## config.mk

```make
export PLATFORM = sky130hd
export DESIGN_NAME = ritc_full_datapath
export DESIGN_NICKNAME = d
export VERILOG_FILES = /design/src/ritc_pkg.sv /design/src/ritc_dual_datapath.sv /design/src/ritc_full_datapath.sv /design/src/ritc_input_buffers.sv /design/src/ritc_lane_delay.sv /design/src/ritc_lane_deserializer.sv
export SDC_FILE = /design/constraint.sdc
export NUM_CORES = 2
export LEC_CHECK = 0
export ABC_CLOCK_PERIOD_IN_PS = 2300
export BUFFER_PORTS_ARGS = -buffer_cell sky130_fd_sc_hd__buf_2
export CAP_MARGIN = 25
export CORE_MARGIN = 10
export CORE_UTILIZATION = 50
export DETAILED_ROUTE_END_ITERATION = 7
export GPL_ROUTABILITY_DRIVEN = 0
export PLACE_DENSITY = 0.7
export SETUP_SLACK_MARGIN = 0.2
export SLEW_MARGIN = 20
export SYNTH_ARGS = -nofsm -noshare
export SYNTH_HDL_FRONTEND = slang
export SYNTH_HIERARCHICAL = 1
export SYNTH_SLANG_ARGS = --single-unit
```

## constraint.sdc

```tcl
create_clock -name user_clk_i -period 2.3 [get_ports user_clk_i]
set_input_delay 0.46 -clock user_clk_i [delete_from_list [all_inputs] [get_ports user_clk_i]]
set_output_delay 0.46 -clock user_clk_i [all_outputs]
set_load 0.02 [all_outputs]
```

## src/ritc_pkg.sv

```systemverilog
package ritc_pkg;

	//////////////////////////////////////////////////////////////
	// Lane and word geometry.
	//////////////////////////////////////////////////////////////

	// Serial bit lanes per digitizer channel.
	localparam int LANES_PER_CH = 12;
	// Bits gathered per lane for one word.
	localparam int DESER_RATIO  = 4;
	// One deserialized channel word, four bits per lane.
	localparam int WORD_W       = LANES_PER_CH * DESER_RATIO;
	// Delay line tap select.
	localparam int DELAY_W      = 4;
	localparam int MAX_DELAY    = 15;

	//////////////////////////////////////////////////////////////
	// Register map.
	//////////////////////////////////////////////////////////////

	// Reset/enable.
	localparam logic [3:0] REG_CTRL       = 4'h0;
	// Bitslip channel mask.
	localparam logic [3:0] REG_SLIP       = 4'h1;
	// Staged delay value.
	localparam logic [3:0] REG_DELAY_VAL  = 4'h2;
	// Delay load into one channel.
	localparam logic [3:0] REG_DELAY_LOAD = 4'h3;

	// One bus word, decoded by the register it targets.
	typedef union packed {
		logic [31:0] raw;
		struct packed {
			logic [29:0] rsvd;
			logic        dp_reset;
			logic        dis;
		} ctrl;
		struct packed {
			logic [23:0] rsvd;
			logic [7:0]  ch_mask;
		} slip;
		struct packed {
			logic [20:0] rsvd_hi;
			logic [2:0]  ch;
			logic [3:0]  rsvd_lo;
			logic [3:0]  value;
		} dly;
	} ritc_reg_word_u;

endpackage

```

## src/ritc_dual_datapath.sv

```systemverilog
`timescale 1ns/1ps
module ritc_dual_datapath #(
	parameter int NUM_CH = 6
) (
	input  logic                                  user_clk_i,
	input  logic                                  rst_i,
	input  logic                                  sync_i,
	input  logic [NUM_CH*ritc_pkg::LANES_PER_CH-1:0] lane_i,
	input  logic                                  user_sel_i,
	input  logic [3:0]                            user_addr_i,
	input  logic                                  user_wr_i,
	input  logic                                  user_rd_i,
	input  logic [31:0]                           user_dat_i,
	output logic [31:0]                           reg_rd_o,
	output logic [NUM_CH*ritc_pkg::WORD_W-1:0]    ch_word_o,
	output logic [NUM_CH-1:0]                     ch_valid_o
);
	import ritc_pkg::*;

	//////////////////////////////////////////////////////////////
	// Register writes.
	//////////////////////////////////////////////////////////////

	ritc_reg_word_u wr_word;
	ritc_reg_word_u rd_word;
	assign wr_word = user_dat_i;

	logic wr_slip;
	logic wr_val;
	logic wr_load;
	assign wr_slip = user_sel_i && user_wr_i && (user_addr_i == REG_SLIP);
	assign wr_val  = user_sel_i && user_wr_i && (user_addr_i == REG_DELAY_VAL);
	assign wr_load = user_sel_i && user_wr_i && (user_addr_i == REG_DELAY_LOAD);

	// Last slip mask, staged delay and loaded delays.
	logic [7:0]         slip_mask = '0;
	logic [DELAY_W-1:0] delay_val = '0;
	logic [2:0]         sel_ch = '0;
	logic [DELAY_W-1:0] ch_delay [NUM_CH] = '{default: '0};
	// One-cycle slip strobe per channel.
	logic [NUM_CH-1:0]  slip_pulse;

	always_ff @(posedge user_clk_i) begin
		if (wr_slip) slip_mask <= wr_word.slip.ch_mask;
		if (wr_val) delay_val <= wr_word.dly.value;
		if (wr_load) begin
			sel_ch <= wr_word.dly.ch;
			// Out-of-range channel index loads nothing.
			for (int c = 0; c < NUM_CH; c++) begin
				if (int'(wr_word.dly.ch) == c) ch_delay[c] <= delay_val;
			end
		end
	end

	always_ff @(posedge user_clk_i) begin
		if (rst_i) begin
			slip_pulse <= '0;
		end else begin
			slip_pulse <= wr_slip ? wr_word.slip.ch_mask[NUM_CH-1:0] : '0;
		end
	end

	//////////////////////////////////////////////////////////////
	// Readback of registers 1 to 3.
	//////////////////////////////////////////////////////////////

	// Reads zero outside a read strobe.
	always_comb begin
		rd_word.raw = '0;
		if (user_sel_i && user_rd_i) begin
			case (user_addr_i)
				REG_SLIP:      rd_word.slip.ch_mask = slip_mask;
				REG_DELAY_VAL: rd_word.dly.value = delay_val;
				REG_DELAY_LOAD: begin
					rd_word.dly.ch = sel_ch;
					if (int'(sel_ch) < NUM_CH) rd_word.dly.value = ch_delay[sel_ch];
				end
				default:       rd_word.raw = '0;
			endcase
		end
	end
	assign reg_rd_o = rd_word.raw;

	// Per channel delay line then deserializer.
	for (genvar c = 0; c < NUM_CH; c++) begin : g_ch
		logic [LANES_PER_CH-1:0] lane_dly;
		ritc_lane_delay u_delay (.user_clk_i(user_clk_i), .rst_i(rst_i), .delay_i(ch_delay[c]),
			.lane_i(lane_i[c*LANES_PER_CH +: LANES_PER_CH]), .lane_o(lane_dly));
		ritc_lane_deserializer u_deser (.user_clk_i(user_clk_i), .rst_i(rst_i),
			.sync_i(sync_i), .bitslip_i(slip_pulse[c]), .lane_i(lane_dly),
			.word_o(ch_word_o[c*WORD_W +: WORD_W]), .valid_o(ch_valid_o[c]));
	end

endmodule

```

## src/ritc_full_datapath.sv

```systemverilog
`timescale 1ns/1ps
module ritc_full_datapath #(
	parameter int NUM_CH = 6
) (
	input  logic                                  user_clk_i,
	input  logic                                  rst_i,
	input  logic [NUM_CH*ritc_pkg::LANES_PER_CH-1:0] ser_lane_i,
	input  logic                                  sync_i,
	input  logic                                  user_sel_i,
	input  logic [3:0]                            user_addr_i,
	input  logic                                  user_wr_i,
	input  logic                                  user_rd_i,
	input  logic [31:0]                           user_dat_i,
	output logic [NUM_CH*ritc_pkg::WORD_W-1:0]    ch_word_o,
	output logic [NUM_CH-1:0]                     ch_valid_o,
	output logic [NUM_CH*ritc_pkg::LANES_PER_CH-1:0] lane_bypass_o,
	output logic [31:0]                           user_dat_o
);
	import ritc_pkg::*;

	//////////////////////////////////////////////////////////////
	// Reset/enable register.
	//////////////////////////////////////////////////////////////

	ritc_reg_word_u wr_word;
	ritc_reg_word_u ctrl_word;
	logic           ctrl_wr;
	logic           disable_q;
	logic           datapath_rst;
	logic           dp_rst;
	logic [31:0]    reg_rd;
	logic [NUM_CH*LANES_PER_CH-1:0] buf_lane;

	assign wr_word = user_dat_i;
	assign ctrl_wr = user_sel_i && user_wr_i && (user_addr_i == REG_CTRL);

	// Lanes come up disabled.
	// Reset bit is a strobe, it never stays set.
	always_ff @(posedge user_clk_i) begin
		if (rst_i) begin
			disable_q    <= 1'b1;
			datapath_rst <= 1'b0;
		end else begin
			datapath_rst <= ctrl_wr && wr_word.ctrl.dp_reset;
			if (ctrl_wr) disable_q <= wr_word.ctrl.dis;
		end
	end

	// Delay lines and deserializers also clear on board reset.
	assign dp_rst = rst_i | datapath_rst;

	always_comb begin
		ctrl_word.raw      = '0;
		ctrl_word.ctrl.dis = disable_q;
	end

	// Readback held until the next read.
	always_ff @(posedge user_clk_i) begin
		if (rst_i) begin
			user_dat_o <= '0;
		end else if (user_sel_i && user_rd_i) begin
			user_dat_o <= (user_addr_i == REG_CTRL) ? ctrl_word.raw : reg_rd;
		end
	end

	ritc_input_buffers #(.NUM_CH(NUM_CH)) u_inputs (.user_clk_i(user_clk_i), .rst_i(rst_i),
		.disable_i(disable_q), .lane_i(ser_lane_i), .lane_o(buf_lane),
		.lane_bypass_o(lane_bypass_o));

	ritc_dual_datapath #(.NUM_CH(NUM_CH)) u_datapath (.user_clk_i(user_clk_i), .rst_i(dp_rst),
		.sync_i(sync_i), .lane_i(buf_lane), .user_sel_i(user_sel_i), .user_addr_i(user_addr_i),
		.user_wr_i(user_wr_i), .user_rd_i(user_rd_i), .user_dat_i(user_dat_i),
		.reg_rd_o(reg_rd), .ch_word_o(ch_word_o), .ch_valid_o(ch_valid_o));

endmodule

```

## src/ritc_input_buffers.sv

```systemverilog
`timescale 1ns/1ps
module ritc_input_buffers #(
	parameter int NUM_CH = 6
) (
	input  logic                                  user_clk_i,
	input  logic                                  rst_i,
	input  logic                                  disable_i,
	input  logic [NUM_CH*ritc_pkg::LANES_PER_CH-1:0] lane_i,
	output logic [NUM_CH*ritc_pkg::LANES_PER_CH-1:0] lane_o,
	output logic [NUM_CH*ritc_pkg::LANES_PER_CH-1:0] lane_bypass_o
);
	import ritc_pkg::*;

	// All lanes of the board.
	// Channel c starts at lane 12c.
	localparam int N_LANES = NUM_CH * LANES_PER_CH;

	// Input flop for every lane.
	logic [N_LANES-1:0] lane_q;

	// Stands in for the pad buffer and its IOB flop.
	// Disabled lanes read as zero.
	always_ff @(posedge user_clk_i) begin
		if (rst_i) begin
			lane_q <= '0;
		end else if (disable_i) begin
			lane_q <= '0;
		end else begin
			lane_q <= lane_i;
		end
	end

	// Datapath copy.
	assign lane_o        = lane_q;
	// Bypass copy of the same sample.
	// Leaves the board one cycle after the pins.
	assign lane_bypass_o = lane_q;

endmodule

```

## src/ritc_lane_delay.sv

```systemverilog
`timescale 1ns/1ps
module ritc_lane_delay (
	input  logic                             user_clk_i,
	input  logic                             rst_i,
	input  logic [ritc_pkg::DELAY_W-1:0]      delay_i,
	input  logic [ritc_pkg::LANES_PER_CH-1:0] lane_i,
	output logic [ritc_pkg::LANES_PER_CH-1:0] lane_o
);
	import ritc_pkg::*;

	//////////////////////////////////////////////////////////////
	// Tapped shift register, one column per lane.
	//////////////////////////////////////////////////////////////

	// Stage k holds the lane word from k cycles back.
	logic [LANES_PER_CH-1:0] stage [1:MAX_DELAY];

	// Whole history cleared on datapath reset.
	always_ff @(posedge user_clk_i) begin
		if (rst_i) begin
			for (int k = 1; k <= MAX_DELAY; k++) begin
				stage[k] <= '0;
			end
		end else begin
			stage[1] <= lane_i;
			for (int k = 2; k <= MAX_DELAY; k++) begin
				stage[k] <= stage[k-1];
			end
		end
	end

	//////////////////////////////////////////////////////////////
	// Tap select.
	//////////////////////////////////////////////////////////////

	// Zero delay bypasses the chain.
	// A new delay_i moves the tap at once, history is untouched.
	always_comb begin
		if (delay_i == '0) begin
			lane_o = lane_i;
		end else begin
			lane_o = stage[delay_i];
		end
	end

endmodule

```

## src/ritc_lane_deserializer.sv

```systemverilog
`timescale 1ns/1ps
module ritc_lane_deserializer (
	input  logic                             user_clk_i,
	input  logic                             rst_i,
	input  logic                             sync_i,
	input  logic                             bitslip_i,
	input  logic [ritc_pkg::LANES_PER_CH-1:0] lane_i,
	output logic [ritc_pkg::WORD_W-1:0]       word_o,
	output logic                             valid_o
);
	import ritc_pkg::*;

	// Frame position counter.
	localparam int CNT_W = $clog2(DESER_RATIO);
	localparam logic [CNT_W-1:0] FRAME_LAST = CNT_W'(DESER_RATIO - 1);

	//////////////////////////////////////////////////////////////
	// Per-lane nibble shifters.
	//////////////////////////////////////////////////////////////

	// Lane l sits at bits 4l+3:4l of the flattened array.
	logic [LANES_PER_CH-1:0][DESER_RATIO-1:0] nib;
	logic [LANES_PER_CH-1:0][DESER_RATIO-1:0] nib_next;

	// Newest bit enters at the bottom.
	always_comb begin
		for (int l = 0; l < LANES_PER_CH; l++) begin
			nib_next[l] = {nib[l][DESER_RATIO-2:0], lane_i[l]};
		end
	end

	//////////////////////////////////////////////////////////////
	// Framing.
	//////////////////////////////////////////////////////////////

	logic [CNT_W-1:0] cnt;
	// Framing runs only once a sync has been seen.
	logic             run;

	// Sync restarts the frame, bitslip holds the count one cycle.
	// Word is taken from the next nibbles so the last bit lands too.
	always_ff @(posedge user_clk_i) begin
		if (rst_i) begin
			nib     <= '0;
			cnt     <= '0;
			run     <= 1'b0;
			word_o  <= '0;
			valid_o <= 1'b0;
		end else begin
			nib     <= nib_next;
			valid_o <= 1'b0;
			if (sync_i) begin
				run <= 1'b1;
				cnt <= '0;
			end else if (run && !bitslip_i) begin
				if (cnt == FRAME_LAST) begin
					cnt     <= '0;
					word_o  <= nib_next;
					valid_o <= 1'b1;
				end else begin
					cnt <= cnt + 1'b1;
				end
			end
		end
	end

endmodule

```

# Word-level counts from Yosys, hierarchy flattened
# Memories as Yosys holds them, arrays and structs flattened. A register that Yosys moved wholly into a read port is not among the register bits.
# Cells that the tools add are included.
dict set report totals {
  regBits 650
  ramBits 1104
  out_inout_bits 398
  word_cells 423
  mem_count 7
}
dict set report op_classes {
  addsub 6
  order_cmp 1
  n_eq_ne 14
  muxes 150
  n_bitwise 99
  reduce_logical 47
}
# name words word_bits read_ports rd_ports_with_merged_regs write_ports line
set memory_table {}
lappend memory_table {{u_datapath.g_ch[0].u_delay.stage} 15 12 15 0 15 ritc_lane_delay.sv:16} ;# logic [LANES_PER_CH-1:0] stage [1:MAX_DELAY];
lappend memory_table {{u_datapath.g_ch[1].u_delay.stage} 15 12 15 0 15 ritc_lane_delay.sv:16}
lappend memory_table {{u_datapath.g_ch[2].u_delay.stage} 15 12 15 0 15 ritc_lane_delay.sv:16}
lappend memory_table {{u_datapath.g_ch[3].u_delay.stage} 15 12 15 0 15 ritc_lane_delay.sv:16}
lappend memory_table {{u_datapath.g_ch[4].u_delay.stage} 15 12 15 0 15 ritc_lane_delay.sv:16}
lappend memory_table {{u_datapath.g_ch[5].u_delay.stage} 15 12 15 0 15 ritc_lane_delay.sv:16}
lappend memory_table {{+1 memories} - - - - - -}
# operator count
set ops {}
lappend ops {{$mux 12} 96}
lappend ops {{$or 1x1->1} 91}
lappend ops {{$mux 1} 32}
lappend ops {{$logic_not 4->1} 7}
lappend ops {{$mux 4} 7}
lappend ops {{$mux 3} 7}
lappend ops {{$reduce_or 4->1} 5}
lappend ops {{$reduce_and 3->1} 6}
lappend ops {{$reduce_or 3->1} 6}
lappend ops {{$logic_and 1x1->1} 13}
lappend ops {{$add 2x1->2 const B} 6}
lappend ops {{$eq 2x2->1 const B} 6}
lappend ops {{$eq 3x3->1 const B} 4}
lappend ops {{$mux 2} 6}
lappend ops {{$pmux 4 s3} 1}
lappend ops {{$mux 11} 1}
lappend ops {{$eq 4x2->1 const B} 2}
lappend ops {{$not 1->1} 8}
lappend ops {{$logic_not 1->1} 6}
lappend ops {{$reduce_or 2->1} 3}
lappend ops {{$eq 4x1->1 const B} 1}
lappend ops {{$eq 3x2->1 const B} 1}
lappend ops {{$logic_not 3->1} 1}
lappend ops {{$lt 3x3->1 const B} 1}

# Depth between registers and ports, before layout
dict set report logic_depth {
  depth_word 10
  ltp_mapped 10
  ltp_nobuf 6
}

# Cells and area by module
# The synthesis kept the hierarchy.
# module instances cells_per_inst area_per_inst_um2
set by_module_without_submodules {}
lappend by_module_without_submodules {{ritc_lane_delay (u_datapath.g_ch[0].u_delay ...)} 3 594 6516.2}
lappend by_module_without_submodules {{ritc_lane_delay (u_datapath.g_ch[3].u_delay ...)} 3 548 6480.0}
lappend by_module_without_submodules {ritc_lane_deserializer 6 300 2783.9}
lappend by_module_without_submodules {ritc_input_buffers 1 232 3052.9}
lappend by_module_without_submodules {ritc_dual_datapath 1 153 2078.2}
lappend by_module_without_submodules {ritc_full_datapath 1 158 1302.5}

# Worst setup path before layout
# Ideal clock, no wire load.
dict set report synth_timing {
  kind {input port to flip-flop}
  startpoint {input port rst_i}
  endpoint {memory u_datapath.g_ch[0].u_delay.stage[10][0]}
  setup_ns 0.128
  arrival_time_ns 1.805
  t_required_ns 2.172
  setup_slack_ns 0.367
  stages 6
  path_buffers 4
  cell_sequence {clkbuf_1 > or2_2 > clkbuf_1 > clkbuf_1 > clkbuf_1 > nor2b_1}
}
# item line
set synth_lines {}
lappend synth_lines {{start, declared} ritc_full_datapath.sv:6} ;# input logic rst_i,
lappend synth_lines {{end, declared} ritc_lane_delay.sv:16}

==> metrics <==
FF+latch count, synth=1762; fillers=between 10000 and 15000; Initial Utilization=0.502; Via Count=41200; max-slew violations=0; average routed wire per standard cell=18.4 µm; # setup viols final=0; Synth area leaders=dfxtp_1 (56%), nor2b_1 (13%), nand2_1 (4.4%); dominant synthesized flop cell=dfxtp_1; register area share after synthesis=0.574; GR Util All Layers=0.205; CTS Buf Count=174; cell taking the most area after synthesis=dfxtp_1; largest net degree at the start of global routing=142; Crit. End Element=flip-flop; Max-slew headroom=0.280; crit path kind=flip-flop to flip-flop; post-route ant nets=0; DRT Wirelength=148000 µm; max-cap viol count=0; worst path buffer plus inverter count=3; synthesized area=0.0621 mm²; post-synth cell types=53; I/O Pins=512; Die Ht=372 µm; required time of the critical path=2950 ps; slowest stage cell on the critical path=edfxtp_1; final hold violations=0; standard-cell rows=about 130; Worst VDD drop=0.754 mV; crit path max fanout=8; final worst path period share=0.942; WL met2=69000 µm; CTS Root Cell=clkbuf_16; vias per cell=5.12; dpl hpwl=95800 µm; number of global-route vias before repair=40900; DR WL met3=9830 µm; Cells after Synth=5769; Initial DRT Pass Iterations=5; Async S/R FF share, synth=0; most frequent cells in the layout=dfxtp_1 (1721), nor2b_1 (1270), nand2_1 (706); fraction of layout cells with a size suffix above 1=0.211; commonest non-fill, non-tap cell in the layout=dfxtp_1; first-pass GRT wire length=229000 µm; kind of cell adding the most delay to the critical path=multiplexers; Final Net Count=~6400; CTS tree=built; Port Buf Inserts=490; worst skew pair latency=between 800 and 900 ps; First DRT Iteration DRCs=between 2000 and 3000; Cell Pwr Density=roughly 830 mW/mm²; die area=0.139 mm²; Clock Skews=51.7 ps; status=complete, no violations; fin util=0.597; critical path arrival=2820 ps; CP most frequent cell=nand2_1; worst slew pin tran=between 1000 and 1500 ps; Max Used Layer=met5; fmax=461 MHz; Leakage=29.2 nW; crit-path max cell delay=450 ps; yosys warns=6; Min-Delay Path Class=input pin to flip-flop; H-tree lvl count=4; Syn-to-layout area delta=18.8%; pre-CTS setup slack=-108 ps; # clock sinks=1762; Setup crit start kind=flip-flop; Die Span X=372 µm; met1 wire length=roughly 66000 µm; Core ar.=0.124 mm²; crit path cell chain=buf_4 -> buf_6 -> buf_16 -> mux4_2 -> mux2_4 -> a22oi_1 -> nand2_1 -> nand2_1 -> a21oi_1; Remaining DRCs=0; Synth top area share=0.555; Tmin final=about 2200 ps; clock buffer depth=3; number of flops mapped to enable cells by yosys=39; unrepaired setup endpoints after global routing=true; clk slew on worst S/H paths=60 ps; grt ovf=0; Worst Slack Setup Final=133 ps; syn avg cell area=10.8 µm²; initial antenna violation count=13
==> per-stage QoR <==
stage / TNS (ps) / std cells / cell area [µm²] / power [mW] / hold WS, ps
finish: 0 / 8047 / 73800 / 60.9 / 104
global route: 0 / 8043 / 73800 / 62.8 / 66.0
CTS: 0 / 8005 / 73200 / 61.5 / 32.7
detailed placement: -649 / 7576 / 65900 / 32.4 / 425
global placement: -664 / 7572 / 65800 / 32.4 / 420
floorplan: 0 / 5789 / 62200 / 32.0 / 416
==> cell type report <==
| cell class | count | area, µm² | share of cell area |
|---|---|---|---|
| flip-flops and latches | 1762 | 35700 | 0.483 |
| multi-input cells | 3496 | 23800 | 0.323 |
| repair buffers | 793 | 6100 | 0.0827 |
| clock buffers | 261 | 5240 | 0.0709 |
| well taps | 1637 | 2050 | 0.0278 |
| clock inverters | 59 | 790 | 0.0107 |
| inverters | 34 | 130 | 0.00176 |
| diodes | 5 | 12.5 | 0.000170 |
==> power breakdown <==
part	switching, mW	internal, mW	total (mW)
sequential	0.0432	30.7	30.7
clock	12.2	16.9	29.1
combinational	0.739	0.384	1.12
==> cell families after synthesis <==
kind of cell / after synthesis / share of synthesized area
flops: 1762 / 0.574
fa+ha+maj: 6 / 0.00121
simple gates: 2494 / 0.223
other cells: 1 / 0.0000604
mux: 389 / 0.0993
compound gates: 586 / 0.0561
buf+inv: 531 / 0.0464
==> layer usage <==
metal | GRT usage | vias up
li1 | - | 20000
met4 | 0.0589 | 10
met5 | 0 | -
met3 | 0.0513 | 233
met1 | 0.269 | 20100
met2 | 0.333 | 901
==> state kept, by name, indices dropped and copies added, names as in the netlist, named ones only <==
signal and cells:
u_datapath/g_ch.u_deser/nib 216, u_datapath/slip_pulse 6, user_dat_o 32, u_inputs/lane_bypass_o 72, u_datapath/ch_delay 24, u_datapath/g_ch.u_deser/cnt 12, disable_q 1, u_datapath/delay_val 4
u_datapath/sel_ch 3, u_datapath/g_ch.u_deser/word_o 288, u_datapath/g_ch.u_deser/run 6, u_datapath/g_ch.u_deser/valid_o 6, datapath_rst 1, u_datapath/slip_mask 8, u_datapath/g_ch.u_delay/stage 1080
==> cell usage after synthesis, types with 33 or more instances <==
library cell	number
dfxtp_1	1723
nor2b_1	1274
nand2_1	733
a21oi_1	357
clkbuf_1	249
nor2_1	175
mux2i_1	170
buf_4	114
mux4_1	93
buf_2	84
mux2_2	72
nor3b_2	71
nand2b_1	70
mux4_2	54
nor3_1	48
buf_6	47
a211oi_1	39
edfxtp_1	39
o21ai_0	36
o22ai_1	36
a221oi_1	33
a31oi_1	33
inv_1	33
nand3_1	33
==> worst paths after layout <==
kind | start | cells past startpoint | slack, ps | end
hold / removal | user_addr_i[0] | 2 | 100 | u_datapath/delay_val[0]$_DFFE_PP_
setup / recovery | u_datapath/ch_delay[4][0]$_DFFE_PP_ | 9 | 130 | u_datapath/g_ch[4].u_deser/word_o[28]$_SDFFE_PP0P_
setup reg to reg | u_datapath/ch_delay[4][0]$_DFFE_PP_ | 9 | 130 | u_datapath/g_ch[4].u_deser/word_o[28]$_SDFFE_PP0P_
hold reg to reg | u_datapath/g_ch[1].u_delay/stage[13][6]$_SDFF_PP0_ | 1 | 420 | u_datapath/g_ch[1].u_delay/stage[14][6]$_SDFF_PP0_
==> timing repair <==
action,4_1_cts,5_1_grt
hold buffers,83,0
pin swaps,15,17
resized for setup,80,96
gates cloned,6,7
endpoints found under the setup margin,95,111
hold endpoints to repair,98,0
setup buffers,20,30
No activity file was read; power rests on OpenSTA's default activity.
